--- config.mk ---
export PLATFORM = sky130hd
export DESIGN_NAME = capture_fsm
export DESIGN_NICKNAME = d
export VERILOG_FILES = /design/src/verilog/frame_pkg.sv /design/src/verilog/capture_fsm.sv
export SDC_FILE = /design/constraint.sdc
export NUM_CORES = 1
export LEC_CHECK = 0
export BUFFER_PORTS_ARGS = -buffer_cell sky130_fd_sc_hd__buf_2
export CAP_MARGIN = 15
export CORE_AREA = 2 2 39 41
export DETAILED_ROUTE_END_ITERATION = 10
export DIE_AREA = 0 0 41 43
export GPL_ROUTABILITY_DRIVEN = 0
export PLACE_DENSITY = 0.35
export RECOVER_POWER = 50
export SYNTH_ARGS = -nofsm -noshare
export SYNTH_HDL_FRONTEND = slang
export SYNTH_SLANG_ARGS = --single-unit
export TNS_END_PERCENT = 100
--- constraint.sdc ---
create_clock -name clk -period 3 [get_ports clk]
set_clock_uncertainty 0.2 [all_clocks]
set_input_delay 0.6 -clock clk [delete_from_list [all_inputs] [get_ports clk]]
set_output_delay 0.6 -clock clk [all_outputs]
set_load 0.1 [all_outputs]
--- src/verilog/frame_pkg.sv ---
package frame_pkg;

  ////////////////////////////////////////////////////////////
  // capture window and frame store
  ////////////////////////////////////////////////////////////

  // window origin inside the visible area
  localparam int H_OFFSET = 40;
  localparam int V_OFFSET = 0;

  localparam int WIN_WIDTH  = 32;
  localparam int WIN_HEIGHT = 24;
  localparam int FRAME_PIXELS = WIN_WIDTH * WIN_HEIGHT;

  // green, blue, red on the serial link
  localparam int BYTES_PER_PIXEL = 3;

  // raster order inside the window
  typedef logic [9:0] pix_addr_t;

  // red [23:16], green [15:8], blue [7:0]
  typedef logic [23:0] rgb24_t;
  // red [7:5], green [4:2], blue [1:0]
  typedef logic [7:0] rgb332_t;

  typedef logic [7:0] byte_t;
  // 0 green, 1 blue, 2 red
  typedef logic [1:0] comp_sel_t;

  typedef enum logic [1:0] {ST_IDLE, ST_CAPTURE, ST_SEND} fsm_state_t;

endpackage

--- src/verilog/capture_fsm.sv ---
module capture_fsm (
  input  logic clk,
  input  logic rst_n_i,
  input  logic start_i,
  input  logic capture_done_i,
  input  logic send_done_i,
  output logic arm_o,
  output logic send_en_o,
  output logic busy_o
);

  frame_pkg::fsm_state_t state_q;
  frame_pkg::fsm_state_t state_d;

  // idle -> capture -> send -> idle
  always_comb begin
    state_d = state_q;
    case (state_q)
      frame_pkg::ST_IDLE: begin
        // start only counts here
        if (start_i) state_d = frame_pkg::ST_CAPTURE;
      end
      frame_pkg::ST_CAPTURE: begin
        if (capture_done_i) state_d = frame_pkg::ST_SEND;
      end
      frame_pkg::ST_SEND: begin
        if (send_done_i) state_d = frame_pkg::ST_IDLE;
      end
      default: state_d = frame_pkg::ST_IDLE;
    endcase
  end

  always_ff @(posedge clk) begin
    if (!rst_n_i) begin
      state_q <= frame_pkg::ST_IDLE;
    end else begin
      state_q <= state_d;
    end
  end

  // levels decoded from the state
  assign arm_o     = (state_q == frame_pkg::ST_CAPTURE);
  assign send_en_o = (state_q == frame_pkg::ST_SEND);
  assign busy_o    = (state_q != frame_pkg::ST_IDLE);

endmodule

# [Word level (Yosys, flattened, before mapping)]
# Cells that the tools add are included.
# W data, S select, Z words.
[word_totals] regBits=2 inputBits=5 out_inout_bits=3
[classes] eq_ne=5 n_mux=4 reduce_logical=3
[op_table] cell="$mux W2" n=3
[op_table] cell="$ne A2 B2 Y1 const B" n=3
[op_table] cell="$pmux W2 S3" n=1
[op_table] cell="$reduce_and A3 Y1" n=1
[op_table] cell="$eq A2 B1 Y1 const B" n=1
[op_table] cell="$eq A2 B2 Y1 const B" n=1
[op_table] cell="$logic_not A2 Y1" n=1
[op_table] cell="$reduce_bool A2 Y1" n=1

# [Longest topological paths before layout]
# Gate-level depths: netlist of the first run.
[depth] ltp_word=3 depth_mapped=2 ltp_nobuf=2

# [Least setup slack after synthesis of the first run]
# OpenSTA, ideal clock, no wires.
[synth_timing] kind="reg2out" startpoint="register state_q[1]" endpoint="output port send_en_o" t_arrival_ns=1.771 required_ns=2.200 slack_ns=0.429 path_stages_with_launch=2 n_path_buf=0 cell_sequence="dfxtp_1 -> nor2b_1"
[synth_via] elab_chain_cells=1
[synth_rtl] item="start: declaration" line_no="capture_fsm.sv:12" source="frame_pkg::fsm_state_t state_q;"
[synth_rtl] item="start signal: assignment" line_no="capture_fsm.sv:35" source="state_q <= frame_pkg::ST_IDLE;"
[synth_rtl] item="start signal: assignment" line_no="capture_fsm.sv:37" source="state_q <= state_d;"
[synth_rtl] item="$eq A2 B2 Y1" line_no="capture_fsm.sv:43" source="assign send_en_o = (state_q == frame_pkg::ST_SEND);"
[synth_rtl] item="end: declaration" line_no="capture_fsm.sv:8" source="output logic send_en_o,"
# Every way passes these cells.

# [Worst setup path after layout of the first run]
# Ends and elaborated chain as after synthesis.

==> impl_metrics.xml, run 1 <==
<?xml version="1.0" encoding="UTF-8"?>
<metrics>
  <group name="grt">
    <metric name="grt_start_max_net_pins" unit="">6</metric>
    <metric name="global_routing_met1_resource_utilization" unit="%">4.459</metric>
    <metric name="grt_remaining_overflow" unit="">0</metric>
    <metric name="met3_capacity_usage_during_global_routing" unit="%">5.759</metric>
    <metric name="grt.busiest_layer" unit="">met4</metric>
    <metric name="grt.total_usage" unit="%">4.905</metric>
    <metric name="globalRouteMet2Util" unit="%">3.750</metric>
    <metric name="grt_first_pass_wirelength" unit="um">455</metric>
    <metric name="grt_pass1_vias" unit="">118</metric>
    <metric name="grt_antenna_before_repair" unit="">0</metric>
  </group>
  <group name="timing">
    <metric name="max_clock_freq" unit="MHz">485.7</metric>
    <metric name="min_period" unit="ns">2.059</metric>
    <metric name="finalSetupViolCount" unit="">0</metric>
    <metric name="setup_ws" unit="ns">0.9412</metric>
    <metric name="period_share" unit="%">68.63</metric>
    <metric name="worstMarginPinSlew" unit="ns">0.4899</metric>
    <metric name="rsz_0062_raised_after_global_routing" unit="">no</metric>
    <metric name="final-hold-violation-count" unit="">0</metric>
    <metric name="relSlewSlack" unit="%">67.57</metric>
    <metric name="finalSetupTns" unit="ns">0</metric>
    <metric name="timing.final.max_slew_violations" unit="">0</metric>
  </group>
  <group name="synthesis">
    <metric name="synthDominantAreaCellType" unit="">sky130_fd_sc_hd__dfxtp_1</metric>
    <metric name="synth_nets" unit="">16</metric>
    <metric name="syn_inst_count" unit="">11</metric>
    <metric name="post-synth-top-count-cell" unit="">sky130_fd_sc_hd__nand2b_1</metric>
    <metric name="ys_top_cells_by_area" unit="">sky130_fd_sc_hd__dfxtp_1, sky130_fd_sc_hd__nand2b_1, sky130_fd_sc_hd__nor2b_4</metric>
    <metric name="ys_seq_elements" unit="">2</metric>
    <metric name="synth.top_cells.by_count" unit="">sky130_fd_sc_hd__nand2b_1, sky130_fd_sc_hd__dfxtp_1, sky130_fd_sc_hd__nor2b_1</metric>
    <metric name="synth_top_area_share" unit="%">37.21</metric>
    <metric name="postSynth.asyncResetShare" unit="%">0</metric>
    <metric name="synthesis.yosys.warnings" unit="">0</metric>
    <metric name="syn_area_per_cell" unit="sq um">9.782</metric>
    <metric name="synth_top_flop_cell" unit="">sky130_fd_sc_hd__dfxtp_1</metric>
    <metric name="synth_enable_flop_cells" unit="">0</metric>
    <metric name="syn_area" unit="sq um">107.6</metric>
    <metric name="synth-seq-area-share" unit="%">37.21</metric>
    <metric name="synthDistinctLibCells" unit="">7</metric>
  </group>
  <group name="flow_run">
    <metric name="max_cap_violations" unit="">0</metric>
  </group>
  <group name="floorplan">
    <metric name="fp.dieArea" unit="sq um">1763</metric>
    <metric name="pin_count" unit="">8</metric>
    <metric name="chipHeight" unit="um">43</metric>
    <metric name="core_region_area" unit="sq um">1384</metric>
    <metric name="floorplan.rows" unit="">14</metric>
    <metric name="fp.dieW" unit="um">41</metric>
    <metric name="floorplan.initialDensity" unit="%">7.776</metric>
  </group>
  <group name="place">
    <metric name="port-buffer-count" unit="">7</metric>
    <metric name="dp_worst_setup_slack" unit="ns">1.185</metric>
  </group>
  <group name="drt">
    <metric name="drt.antenna.violating_nets" unit="">0</metric>
    <metric name="dr_total_vias" unit="">112</metric>
    <metric name="wirelength" unit="um">296</metric>
    <metric name="post_drt_via_cell_ratio" unit="">3.027</metric>
    <metric name="drt-pass1-iter-count" unit="">2</metric>
    <metric name="post_drt_wl_per_cell" unit="um">8.000</metric>
    <metric name="drt_iter0_markers" unit="">3</metric>
    <metric name="drc" unit="">0</metric>
  </group>
  <group name="power">
    <metric name="power-per-cell-area" unit="nW/um^2">685.8</metric>
    <metric name="vdd_ir_drop_max" unit="V">0.00008674</metric>
    <metric name="design_power_total" unit="uW">126.1</metric>
    <metric name="power_leakage" unit="nW">0.09073</metric>
  </group>
  <group name="cells_and_area">
    <metric name="num-fill-cells" unit="">159</metric>
    <metric name="largestRegisters" unit="">state_q: 2 flops</metric>
    <metric name="top_register" unit="">state_q</metric>
    <metric name="finish.net_count" unit="">28</metric>
    <metric name="area.growth.synth_to_final" unit="%">70.93</metric>
    <metric name="multi_input_comb_area" unit="sq um">67.56</metric>
    <metric name="drive_above_1_share" unit="%">52.38</metric>
    <metric name="insertedDiodeCount" unit="">0</metric>
    <metric name="regArea" unit="sq um">40.04</metric>
    <metric name="largest_reg_flops" unit="">2</metric>
  </group>
  <group name="setup_path">
    <metric name="worst_path_required" unit="ns">2.20</metric>
    <metric name="crit_type" unit="">reg2out</metric>
    <metric name="worst_setup_path_start_kind" unit="">flip-flop</metric>
    <metric name="cp_max_fo" unit="">4</metric>
    <metric name="critical_path_arrival" unit="ns">1.26</metric>
    <metric name="r2r_start" unit="">state_q[0]</metric>
    <metric name="reg2reg_depth" unit="">2</metric>
    <metric name="critPathLaunch" unit="">state_q[1]</metric>
    <metric name="worstSetupEndpointType" unit="">output pin</metric>
  </group>
  <group name="clock_network">
    <metric name="ctsRootBufferMaster" unit="">sky130_fd_sc_hd__clkbuf_4</metric>
    <metric name="insertion_delay" unit="ns">0.23</metric>
    <metric name="cts_resized" unit="">0</metric>
    <metric name="cts_tree" unit="">built</metric>
    <metric name="cts.hold.buffers_added" unit="">0</metric>
    <metric name="h-tree-depth" unit="">1</metric>
    <metric name="cts_post_setup_buffers_inserted" unit="">0</metric>
    <metric name="clockBufferDepth" unit="">2</metric>
    <metric name="numClockSinks" unit="">2</metric>
    <metric name="cts.reportedPaths.clkPinSlew" unit="ns">0.03</metric>
    <metric name="cts_inserted_buffers" unit="">3</metric>
  </group>
  <group name="min_path">
    <metric name="worstHoldStart" unit="">state_q[0]</metric>
    <metric name="class_of_the_most_critical_hold_timing_path" unit="">reg2reg</metric>
    <metric name="timing.hold.worst_path_depth" unit="">2</metric>
  </group>
  <group name="status">
    <metric name="status" unit="">finished, final reports clean</metric>
  </group>
</metrics>
-- critical path, stage by stage, from the launching register on --
cell and delay (ns):
sky130_fd_sc_hd__dfxtp_1 0.38, sky130_fd_sc_hd__nor2b_1 0.20, sky130_fd_sc_hd__buf_2 0.45
-- placed cells by master, fill, tap and decap left out --
master	count
sky130_fd_sc_hd__a21oi_1	1
sky130_fd_sc_hd__a32o_2	1
sky130_fd_sc_hd__buf_2	6
sky130_fd_sc_hd__clkbuf_1	1
sky130_fd_sc_hd__clkbuf_4	3
sky130_fd_sc_hd__dfxtp_1	2
sky130_fd_sc_hd__nand2b_1	3
sky130_fd_sc_hd__nor2b_1	2
sky130_fd_sc_hd__nor2b_4	1
sky130_fd_sc_hd__or2_1	1
-- kinds of logic (layout without fill, tap and decap cells) --
family                 after synthesis  count (layout)  synth area share (%)
buffers and inverters                0              10                     0
flip-flops                           2               2                 37.21
AND/OR/NAND/NOR                      7               7                 47.68
AO/OA/AOI/OAI                        2               2                 15.11
-- worst paths after layout --
| check | end | slack (ns) |
|---|---|---|
| setup reg to reg | state_q[1] | 1.97 |
| setup / recovery | send_en_o | 0.94 |
| hold / removal | state_q[0] | 0.31 |
| hold reg to reg | state_q[0] | 0.31 |
-- stage by stage --
step | cell area (sq um) | utilization, % | std cells | hold WS (ns)
after global placement | 162.7 | 11.75 | 34 | 0.2941
after CTS | 185.2 | 13.38 | 37 | 0.3188
final | 183.9 | 13.29 | 37 | 0.3087
after global routing | 183.9 | 13.29 | 37 | 0.3646
after detailed placement | 162.7 | 11.75 | 34 | 0.3144
after floorplan | 107.6 | - | 11 | 0.2704
-- area by class of cell --
class                           count  share of cell area [%]
Multi-Input combinational cell      9                   36.73
Sequential cell                     2                   21.77
Timing Repair Buffer                7                   18.37
Clock buffer                        3                   12.24
Tap cell                           16                   10.88
-- report_power, final --
part | switching [mW] | internal, mW | leakage [nW]
clock network | 0.0156 | 0.0442 | 0.0138
logic | 0.0275 | 0.00852 | 0.0605
registers | 0.00182 | 0.0285 | 0.0164
-- layer usage --
metal | up-vias | wire, um
met5 | - | 0
met3 | 0 | 69
li1 | 60 | -
met4 | 0 | 0
met1 | 44 | 136
met2 | 8 | 90
No activity file was read; power rests on OpenSTA's default activity.
==> inputs of run 2 (changes only) <==
--- a/config.mk
+++ b/config.mk
@@ -5,6 +5,7 @@
 export SDC_FILE = /design/constraint.sdc
 export NUM_CORES = 1
 export LEC_CHECK = 0
+export ABC_AREA = 1
 export BUFFER_PORTS_ARGS = -buffer_cell sky130_fd_sc_hd__buf_2
 export CAP_MARGIN = 15
 export CORE_AREA = 2 2 39 41
==> constraint.sdc (replaced) <==
create_clock -name clk -period 2.1 [get_ports clk]
set_clock_uncertainty 0.2 [all_clocks]
set_input_delay 0.42 -clock clk [delete_from_list [all_inputs] [get_ports clk]]
set_output_delay 0.42 -clock clk [all_outputs]
set_load 0.1 [all_outputs]
==> run 2 against run 1 <==
  * Synthesized area shrank 1.2%
  * Wire length shrank 12%
  * Hold slack lost 0.077 ns
  * Sequential share of layout area is the same
  * Via count grew 12%
  * Design area is the same
  * Count of clock-buffer cells in the layout is the same
  * Combinational power grew 36%
  * Largest cell class unchanged
==> impl_metrics.xml, run 2 <==
<?xml version="1.0" encoding="UTF-8"?>
<metrics>
  <group name="status">
    <metric name="status" unit="">finished, final reports clean</metric>
  </group>
  <group name="cells_and_area">
    <metric name="finalCoreUtilization" unit="%">13.29</metric>
    <metric name="finalNonFillerCells" unit="">44</metric>
    <metric name="largest_reg_flops" unit="">2</metric>
    <metric name="drive_above_1_share" unit="%">39.29</metric>
    <metric name="layout.cells.most_common" unit="">sky130_fd_sc_hd__buf_2</metric>
    <metric name="largestRegisters" unit="">state_q: 2 flops</metric>
    <metric name="commonest_cells_after_routing_fill_and_taps_aside" unit="">sky130_fd_sc_hd__buf_2, sky130_fd_sc_hd__inv_1, sky130_fd_sc_hd__nand2_1, sky130_fd_sc_hd__nor2_1, sky130_fd_sc_hd__clkbuf_4</metric>
    <metric name="finish.net_count" unit="">35</metric>
    <metric name="area.growth.synth_to_final" unit="%">72.94</metric>
    <metric name="top_register" unit="">state_q</metric>
    <metric name="finished_layout_cell_area" unit="sq um">183.9</metric>
    <metric name="insertedDiodeCount" unit="">0</metric>
  </group>
  <group name="synthesis">
    <metric name="syn_area_per_cell" unit="sq um">5.908</metric>
    <metric name="syn_inst_count" unit="">18</metric>
    <metric name="synthesis.yosys.warnings" unit="">0</metric>
    <metric name="synthDominantAreaCellType" unit="">sky130_fd_sc_hd__dfxtp_1</metric>
    <metric name="synth_nets" unit="">23</metric>
    <metric name="post-synth-top-count-cell" unit="">sky130_fd_sc_hd__inv_1</metric>
    <metric name="synth-seq-area-share" unit="%">37.65</metric>
    <metric name="synthDistinctLibCells" unit="">7</metric>
    <metric name="synth.top_cells.by_count" unit="">sky130_fd_sc_hd__inv_1, sky130_fd_sc_hd__nand2_1, sky130_fd_sc_hd__nor2_1, sky130_fd_sc_hd__dfxtp_1</metric>
    <metric name="syn_area" unit="sq um">106.4</metric>
    <metric name="ys_top_cells_by_area" unit="">sky130_fd_sc_hd__dfxtp_1, sky130_fd_sc_hd__inv_1, sky130_fd_sc_hd__nand2_1</metric>
    <metric name="synth_top_area_share" unit="%">37.65</metric>
    <metric name="synth_enable_flop_cells" unit="">0</metric>
    <metric name="postSynth.asyncResetShare" unit="%">0</metric>
    <metric name="synth_top_flop_cell" unit="">sky130_fd_sc_hd__dfxtp_1</metric>
    <metric name="ys_seq_elements" unit="">2</metric>
  </group>
  <group name="timing">
    <metric name="worstMarginPinSlew" unit="ns">0.4849</metric>
    <metric name="finalSetupTns" unit="ns">0</metric>
    <metric name="max_clock_freq" unit="MHz">567.5</metric>
    <metric name="final-hold-violation-count" unit="">0</metric>
    <metric name="timing.final.max_slew_violations" unit="">0</metric>
    <metric name="rsz_0062_raised_after_global_routing" unit="">no</metric>
    <metric name="period_share" unit="%">83.91</metric>
    <metric name="finalSetupViolCount" unit="">0</metric>
    <metric name="relSlewSlack" unit="%">67.90</metric>
    <metric name="min_period" unit="ns">1.762</metric>
  </group>
  <group name="min_path">
    <metric name="class_of_the_most_critical_hold_timing_path" unit="">in2reg</metric>
  </group>
  <group name="floorplan">
    <metric name="chipHeight" unit="um">43</metric>
    <metric name="pin_count" unit="">8</metric>
    <metric name="core_region_area" unit="sq um">1384</metric>
    <metric name="fp.dieW" unit="um">41</metric>
    <metric name="floorplan.rows" unit="">14</metric>
    <metric name="fp.dieArea" unit="sq um">1763</metric>
    <metric name="floorplan.initialDensity" unit="%">7.685</metric>
  </group>
  <group name="clock_network">
    <metric name="cts.hold.buffers_added" unit="">0</metric>
    <metric name="clockBufferDepth" unit="">2</metric>
    <metric name="cts_resized" unit="">0</metric>
    <metric name="insertion_delay" unit="ns">0.22</metric>
    <metric name="h-tree-depth" unit="">1</metric>
    <metric name="cts_tree" unit="">built</metric>
    <metric name="ctsRootBufferMaster" unit="">sky130_fd_sc_hd__clkbuf_4</metric>
    <metric name="cts.reportedPaths.clkPinSlew" unit="ns">0.03</metric>
    <metric name="cts_post_setup_buffers_inserted" unit="">0</metric>
    <metric name="cts_inserted_buffers" unit="">3</metric>
    <metric name="numClockSinks" unit="">2</metric>
  </group>
  <group name="setup_path">
    <metric name="worst_setup_path_start_kind" unit="">flip-flop</metric>
    <metric name="critical_path_arrival" unit="ns">1.14</metric>
    <metric name="cp_max_fo" unit="">3</metric>
    <metric name="crit_type" unit="">reg2out</metric>
    <metric name="worst_path_required" unit="ns">1.48</metric>
    <metric name="worstSetupEndpointType" unit="">output pin</metric>
    <metric name="worst-r2r-setup-slack" unit="ns">1.03</metric>
  </group>
  <group name="power">
    <metric name="power.clock.fraction" unit="%">48.4</metric>
    <metric name="power.switching" unit="uW">62.53</metric>
    <metric name="seqPwrFrac" unit="%">23.8</metric>
    <metric name="switching_share" unit="%">35.68</metric>
    <metric name="power.share.combinational" unit="%">27.9</metric>
    <metric name="vdd_ir_drop_max" unit="V">0.0001054</metric>
    <metric name="power-per-cell-area" unit="nW/um^2">952.9</metric>
    <metric name="p_int" unit="uW">112.7</metric>
    <metric name="power_leakage" unit="nW">0.1161</metric>
    <metric name="design_power_total" unit="uW">175.3</metric>
  </group>
  <group name="grt">
    <metric name="grt_pass1_vias" unit="">112</metric>
    <metric name="grt.total_usage" unit="%">4.217</metric>
    <metric name="grt_first_pass_wirelength" unit="um">386</metric>
    <metric name="grt_antenna_before_repair" unit="">0</metric>
    <metric name="grt_start_max_net_pins" unit="">4</metric>
    <metric name="grt_remaining_overflow" unit="">0</metric>
  </group>
  <group name="drt">
    <metric name="drt_iter0_markers" unit="">0</metric>
    <metric name="post_drt_via_cell_ratio" unit="">2.841</metric>
    <metric name="dr_total_vias" unit="">125</metric>
    <metric name="drc" unit="">0</metric>
    <metric name="drt.antenna.violating_nets" unit="">0</metric>
    <metric name="wirelength" unit="um">261</metric>
    <metric name="drt-pass1-iter-count" unit="">1</metric>
    <metric name="post_drt_wl_per_cell" unit="um">5.932</metric>
  </group>
  <group name="flow_run">
    <metric name="max_cap_violations" unit="">0</metric>
  </group>
  <group name="place">
    <metric name="port-buffer-count" unit="">7</metric>
    <metric name="post_dp_cell_area" unit="sq um">161.4</metric>
    <metric name="detailedPlacementHpwl" unit="um">211.1</metric>
    <metric name="placed_cells" unit="">41</metric>
  </group>
</metrics>
## run 2: final timing paths
| kind | from | end | cells past startpoint |
|---|---|---|---|
| setup reg to reg | state_q[1] | state_q[1] | 4 |
| hold / removal | rst_n_i | state_q[1] | 3 |
| hold reg to reg | state_q[0] | state_q[0] | 3 |
| setup / recovery | state_q[0] | arm_o | 3 |
## run 2: routing by layer
metal / wire (um) / track usage [%] / part of all wire (%)
met4: 0 / 6.000 / 0
met1: 98 / 3.215 / 38
met5: 0 / 0 / 0
met2: 116 / 4.375 / 44
met3: 46 / 4.712 / 18
## run 2: metrics by stage
stage               hold slack [ns]  setup WS (ns)
floorplan                    0.3100         0.3076
global placement             0.3656         0.5709
detailed placement           0.3512         0.5668
CTS                          0.2280         0.3212
global route                 0.2504         0.2795
finish                       0.2316         0.3379
## run 2: logic make-up (layout without fill, tap and decap cells)
group | after synthesis | count (layout) | share of synthesized area (%)
AOI/OAI and AO/OA | 2 | 2 | 10.59
buffers and inverters | 6 | 16 | 21.17
DFF | 2 | 2 | 37.65
and+or+nand+nor | 8 | 8 | 30.59
## run 2: area by class of cell
| type | instances | area, sq um |
|---|---|---|
| repair buffers | 7 | 35.03 |
| fillers | 166 | 1200 |
| flip-flops and latches | 2 | 40.04 |
| multi-input cells | 10 | 43.79 |
| inverters | 6 | 22.52 |
| well taps | 16 | 20.02 |
| clock buffers | 3 | 22.52 |
## run 2: worst max-delay path: stages (launching register included)
cell	delay (ns)
sky130_fd_sc_hd__dfxtp_1	0.31
sky130_fd_sc_hd__inv_1	0.06
sky130_fd_sc_hd__nor2_2	0.11
sky130_fd_sc_hd__buf_2	0.44
## run 2: power groups by stage
stage          clock network [mW]  logic (mW)  registers, mW
2_1_floorplan                   0      0.0399         0.0420
3_3_place_gp                    0      0.0495         0.0422
3_5_place_dp                    0      0.0494         0.0421
4_1_cts                    0.0921      0.0494         0.0416
5_1_grt                    0.0951      0.0519         0.0418
6_report                   0.0848      0.0488         0.0416
==> inputs of run 3 (changes only) <==
--- a/config.mk
+++ b/config.mk
@@ -12,7 +12,7 @@
 export DETAILED_ROUTE_END_ITERATION = 10
 export DIE_AREA = 0 0 41 43
 export GPL_ROUTABILITY_DRIVEN = 0
-export PLACE_DENSITY = 0.35
+export PLACE_DENSITY = 0.36
 export RECOVER_POWER = 50
 export SYNTH_ARGS = -nofsm -noshare
 export SYNTH_HDL_FRONTEND = slang
==> constraint.sdc (replaced) <==
create_clock -name clk -period 1.6 [get_ports clk]
set_clock_uncertainty 0.2 [all_clocks]
set_input_delay 0.32 -clock clk [delete_from_list [all_inputs] [get_ports clk]]
set_output_delay 0.32 -clock clk [all_outputs]
set_load 0.1 [all_outputs]
==> run 3 against run 2 <==
  * Flip-flop and latch count stayed put
  * Register-to-register slack lost 0.51 ns
  * Sequential power is 32% higher
  * Clock power is 29% higher
  * Core utilization grew 3.6 points
  * Count of clock-buffer cells in the layout unchanged
  * Wire length fell by 5.7%
  * Global-route usage rose by 0.49 points
  * Sequential share of layout area shrank 4.7 points
  * Design area rose by 27%
  * Combinational power up 74%
  * Non-clock buffer count did not move
  * Critical endpoint is now busy_o
  * Largest cell class is now buffers
==> impl_metrics.xml, run 3 (synthesized netlist as in run 2, its figures left out) <==
<?xml version="1.0" encoding="UTF-8"?>
<metrics>
  <group name="status">
    <metric name="status" unit="">finished, final reports clean</metric>
  </group>
  <group name="cells_and_area">
    <metric name="top_register" unit="">state_q</metric>
    <metric name="drive_above_1_share" unit="%">39.29</metric>
    <metric name="finalNonFillerCells" unit="">44</metric>
    <metric name="largestRegisters" unit="">state_q: 2 flops</metric>
    <metric name="finalCoreUtilization" unit="%">16.91</metric>
    <metric name="finish.net_count" unit="">35</metric>
    <metric name="layout.cells.most_common" unit="">sky130_fd_sc_hd__inv_1</metric>
    <metric name="commonest_cells_after_routing_fill_and_taps_aside" unit="">sky130_fd_sc_hd__inv_1, sky130_fd_sc_hd__nand2_1, sky130_fd_sc_hd__buf_2</metric>
    <metric name="insertedDiodeCount" unit="">0</metric>
    <metric name="regArea" unit="sq um">40.04</metric>
    <metric name="area.growth.synth_to_final" unit="%">120.0</metric>
    <metric name="num-fill-cells" unit="">160</metric>
    <metric name="multi_input_comb_area" unit="sq um">48.80</metric>
    <metric name="largest_reg_flops" unit="">2</metric>
  </group>
  <group name="timing">
    <metric name="min_period" unit="ns">1.507</metric>
    <metric name="worstMarginPinSlew" unit="ns">0.1754</metric>
    <metric name="final-hold-violation-count" unit="">0</metric>
    <metric name="relSlewSlack" unit="%">88.26</metric>
    <metric name="rsz_0062_raised_after_global_routing" unit="">no</metric>
    <metric name="finalSetupTns" unit="ns">0</metric>
    <metric name="period_share" unit="%">94.16</metric>
    <metric name="fin_hold_ws" unit="ns">0.1389</metric>
    <metric name="finalSetupViolCount" unit="">0</metric>
    <metric name="max_clock_freq" unit="MHz">663.8</metric>
    <metric name="timing.final.max_slew_violations" unit="">0</metric>
  </group>
  <group name="clock_network">
    <metric name="cts_post_setup_buffers_inserted" unit="">0</metric>
    <metric name="cts.hold.buffers_added" unit="">0</metric>
    <metric name="cts.reportedPaths.clkPinSlew" unit="ns">0.03</metric>
    <metric name="numClockSinks" unit="">2</metric>
    <metric name="cts_resized" unit="">0</metric>
    <metric name="h-tree-depth" unit="">1</metric>
    <metric name="clockBufferDepth" unit="">2</metric>
    <metric name="cts_tree" unit="">built</metric>
    <metric name="cts_inserted_buffers" unit="">3</metric>
    <metric name="insertion_delay" unit="ns">0.22</metric>
    <metric name="ctsRootBufferMaster" unit="">sky130_fd_sc_hd__clkbuf_4</metric>
  </group>
  <group name="drt">
    <metric name="drc" unit="">0</metric>
    <metric name="post_drt_via_cell_ratio" unit="">2.886</metric>
    <metric name="dr_total_vias" unit="">127</metric>
    <metric name="drt.antenna.violating_nets" unit="">0</metric>
    <metric name="post_drt_wl_per_cell" unit="um">5.591</metric>
    <metric name="drt_iter0_markers" unit="">1</metric>
    <metric name="drt-pass1-iter-count" unit="">2</metric>
    <metric name="wirelength" unit="um">246</metric>
  </group>
  <group name="grt">
    <metric name="grt_start_max_net_pins" unit="">4</metric>
    <metric name="grt_remaining_overflow" unit="">0</metric>
    <metric name="grt_first_pass_wirelength" unit="um">448</metric>
    <metric name="grt_antenna_before_repair" unit="">0</metric>
    <metric name="grt_pass1_vias" unit="">124</metric>
    <metric name="grt.total_usage" unit="%">4.705</metric>
  </group>
  <group name="power">
    <metric name="power.clock.fraction" unit="%">43.9</metric>
    <metric name="power.share.combinational" unit="%">34.0</metric>
    <metric name="power-per-cell-area" unit="nW/um^2">1064</metric>
    <metric name="power_leakage" unit="nW">0.1274</metric>
    <metric name="power.switching" unit="uW">84.00</metric>
    <metric name="p_int" unit="uW">165.0</metric>
    <metric name="seqPwrFrac" unit="%">22.1</metric>
    <metric name="switching_share" unit="%">33.74</metric>
    <metric name="design_power_total" unit="uW">249.0</metric>
    <metric name="vdd_ir_drop_max" unit="V">0.0002609</metric>
  </group>
  <group name="setup_path">
    <metric name="r2r_start" unit="">state_q[1]</metric>
    <metric name="critical_path_arrival" unit="ns">0.99</metric>
    <metric name="reg2reg_depth" unit="">4</metric>
    <metric name="max_stage_delay" unit="ns">0.33</metric>
    <metric name="worst-r2r-setup-slack" unit="ns">0.52</metric>
    <metric name="worst-path-buf-inv" unit="">2</metric>
    <metric name="slowest_stage" unit="">sky130_fd_sc_hd__dfxtp_1</metric>
    <metric name="regToRegEndpoint" unit="">state_q[1]</metric>
    <metric name="worstSetupEndpointType" unit="">output pin</metric>
    <metric name="cp_max_fo" unit="">3</metric>
    <metric name="crit_family" unit="">flip-flops</metric>
    <metric name="worst_setup_path_start_kind" unit="">flip-flop</metric>
    <metric name="crit_chain" unit="">nor2_1, inv_1, buf_12</metric>
    <metric name="crit_type" unit="">reg2out</metric>
    <metric name="worst_path_required" unit="ns">1.08</metric>
  </group>
  <group name="place">
    <metric name="detailedPlacementHpwl" unit="um">211.5</metric>
    <metric name="placed_cells" unit="">41</metric>
    <metric name="port-buffer-count" unit="">7</metric>
  </group>
  <group name="min_path">
    <metric name="timing.hold.worst_path_depth" unit="">3</metric>
    <metric name="worstHoldStart" unit="">rst_n_i</metric>
    <metric name="class_of_the_most_critical_hold_timing_path" unit="">in2reg</metric>
    <metric name="worst_hold_path.endpoint" unit="">state_q[1]</metric>
  </group>
  <group name="floorplan">
    <metric name="core_region_area" unit="sq um">1384</metric>
    <metric name="fp.dieArea" unit="sq um">1763</metric>
    <metric name="fp.dieW" unit="um">41</metric>
    <metric name="floorplan.rows" unit="">14</metric>
    <metric name="pin_count" unit="">8</metric>
    <metric name="floorplan.initialDensity" unit="%">7.685</metric>
    <metric name="chipHeight" unit="um">43</metric>
  </group>
  <group name="flow_run">
    <metric name="max_cap_violations" unit="">0</metric>
  </group>
</metrics>
[run 3: power by group through the flow]
stage / logic [mW] / clock network (mW) / registers [mW]
6_report: 0.0848 / 0.109 / 0.0549
3_5_place_dp: 0.0857 / 0 / 0.0556
2_1_floorplan: 0.0538 / 0 / 0.0554
4_1_cts: 0.0858 / 0.117 / 0.0550
3_3_place_gp: 0.0858 / 0 / 0.0557
5_1_grt: 0.0893 / 0.126 / 0.0555
[run 3: worst max path at each step]
| stage | endpoint | slack (ns) | startpoint | depth (start not counted) |
|---|---|---|---|---|
| after floorplan | send_en_o | 0.03 | state_q[0] | 3 |
| after global placement | busy_o | 0.31 | state_q[1] | 3 |
| after detailed placement | busy_o | 0.31 | state_q[1] | 3 |
| after CTS | busy_o | 0.07 | state_q[1] | 3 |
| after global routing | busy_o | 0.005 | state_q[1] | 3 |
| final | busy_o | 0.09 | state_q[1] | 3 |
[run 3: metrics by stage]
step | instance area (sq um) | setup WS (ns)
2_1_floorplan | 111.4 | 0.03104
3_3_place_gp | 211.5 | 0.3081
3_5_place_dp | 211.5 | 0.3120
4_1_cts | 234.0 | 0.06674
5_1_grt | 234.0 | 0.005358
6_report | 234.0 | 0.09341
[run 3: cell type report]
cell class / instances / share of cell area, %
sequential: 2 / 17.11
multi-input combinational: 10 / 20.86
timing repair buffer: 7 / 34.22
tap: 16 / 8.556
inverter: 6 / 9.626
clock buffer: 3 / 9.626
[run 3: metal layers]
layer	routed length (um)	vias up	GRT usage, %
met5	0	-	0
met3	39	0	6.283
met4	0	0	6.000
met1	109	48	4.140
met2	97	6	4.063
li1	-	73	-
[run 3: tightest hold or removal path: stages]
cell and delay [ns]:
sky130_fd_sc_hd__buf_2 0.07, sky130_fd_sc_hd__inv_1 0.04, sky130_fd_sc_hd__nor2_1 0.09
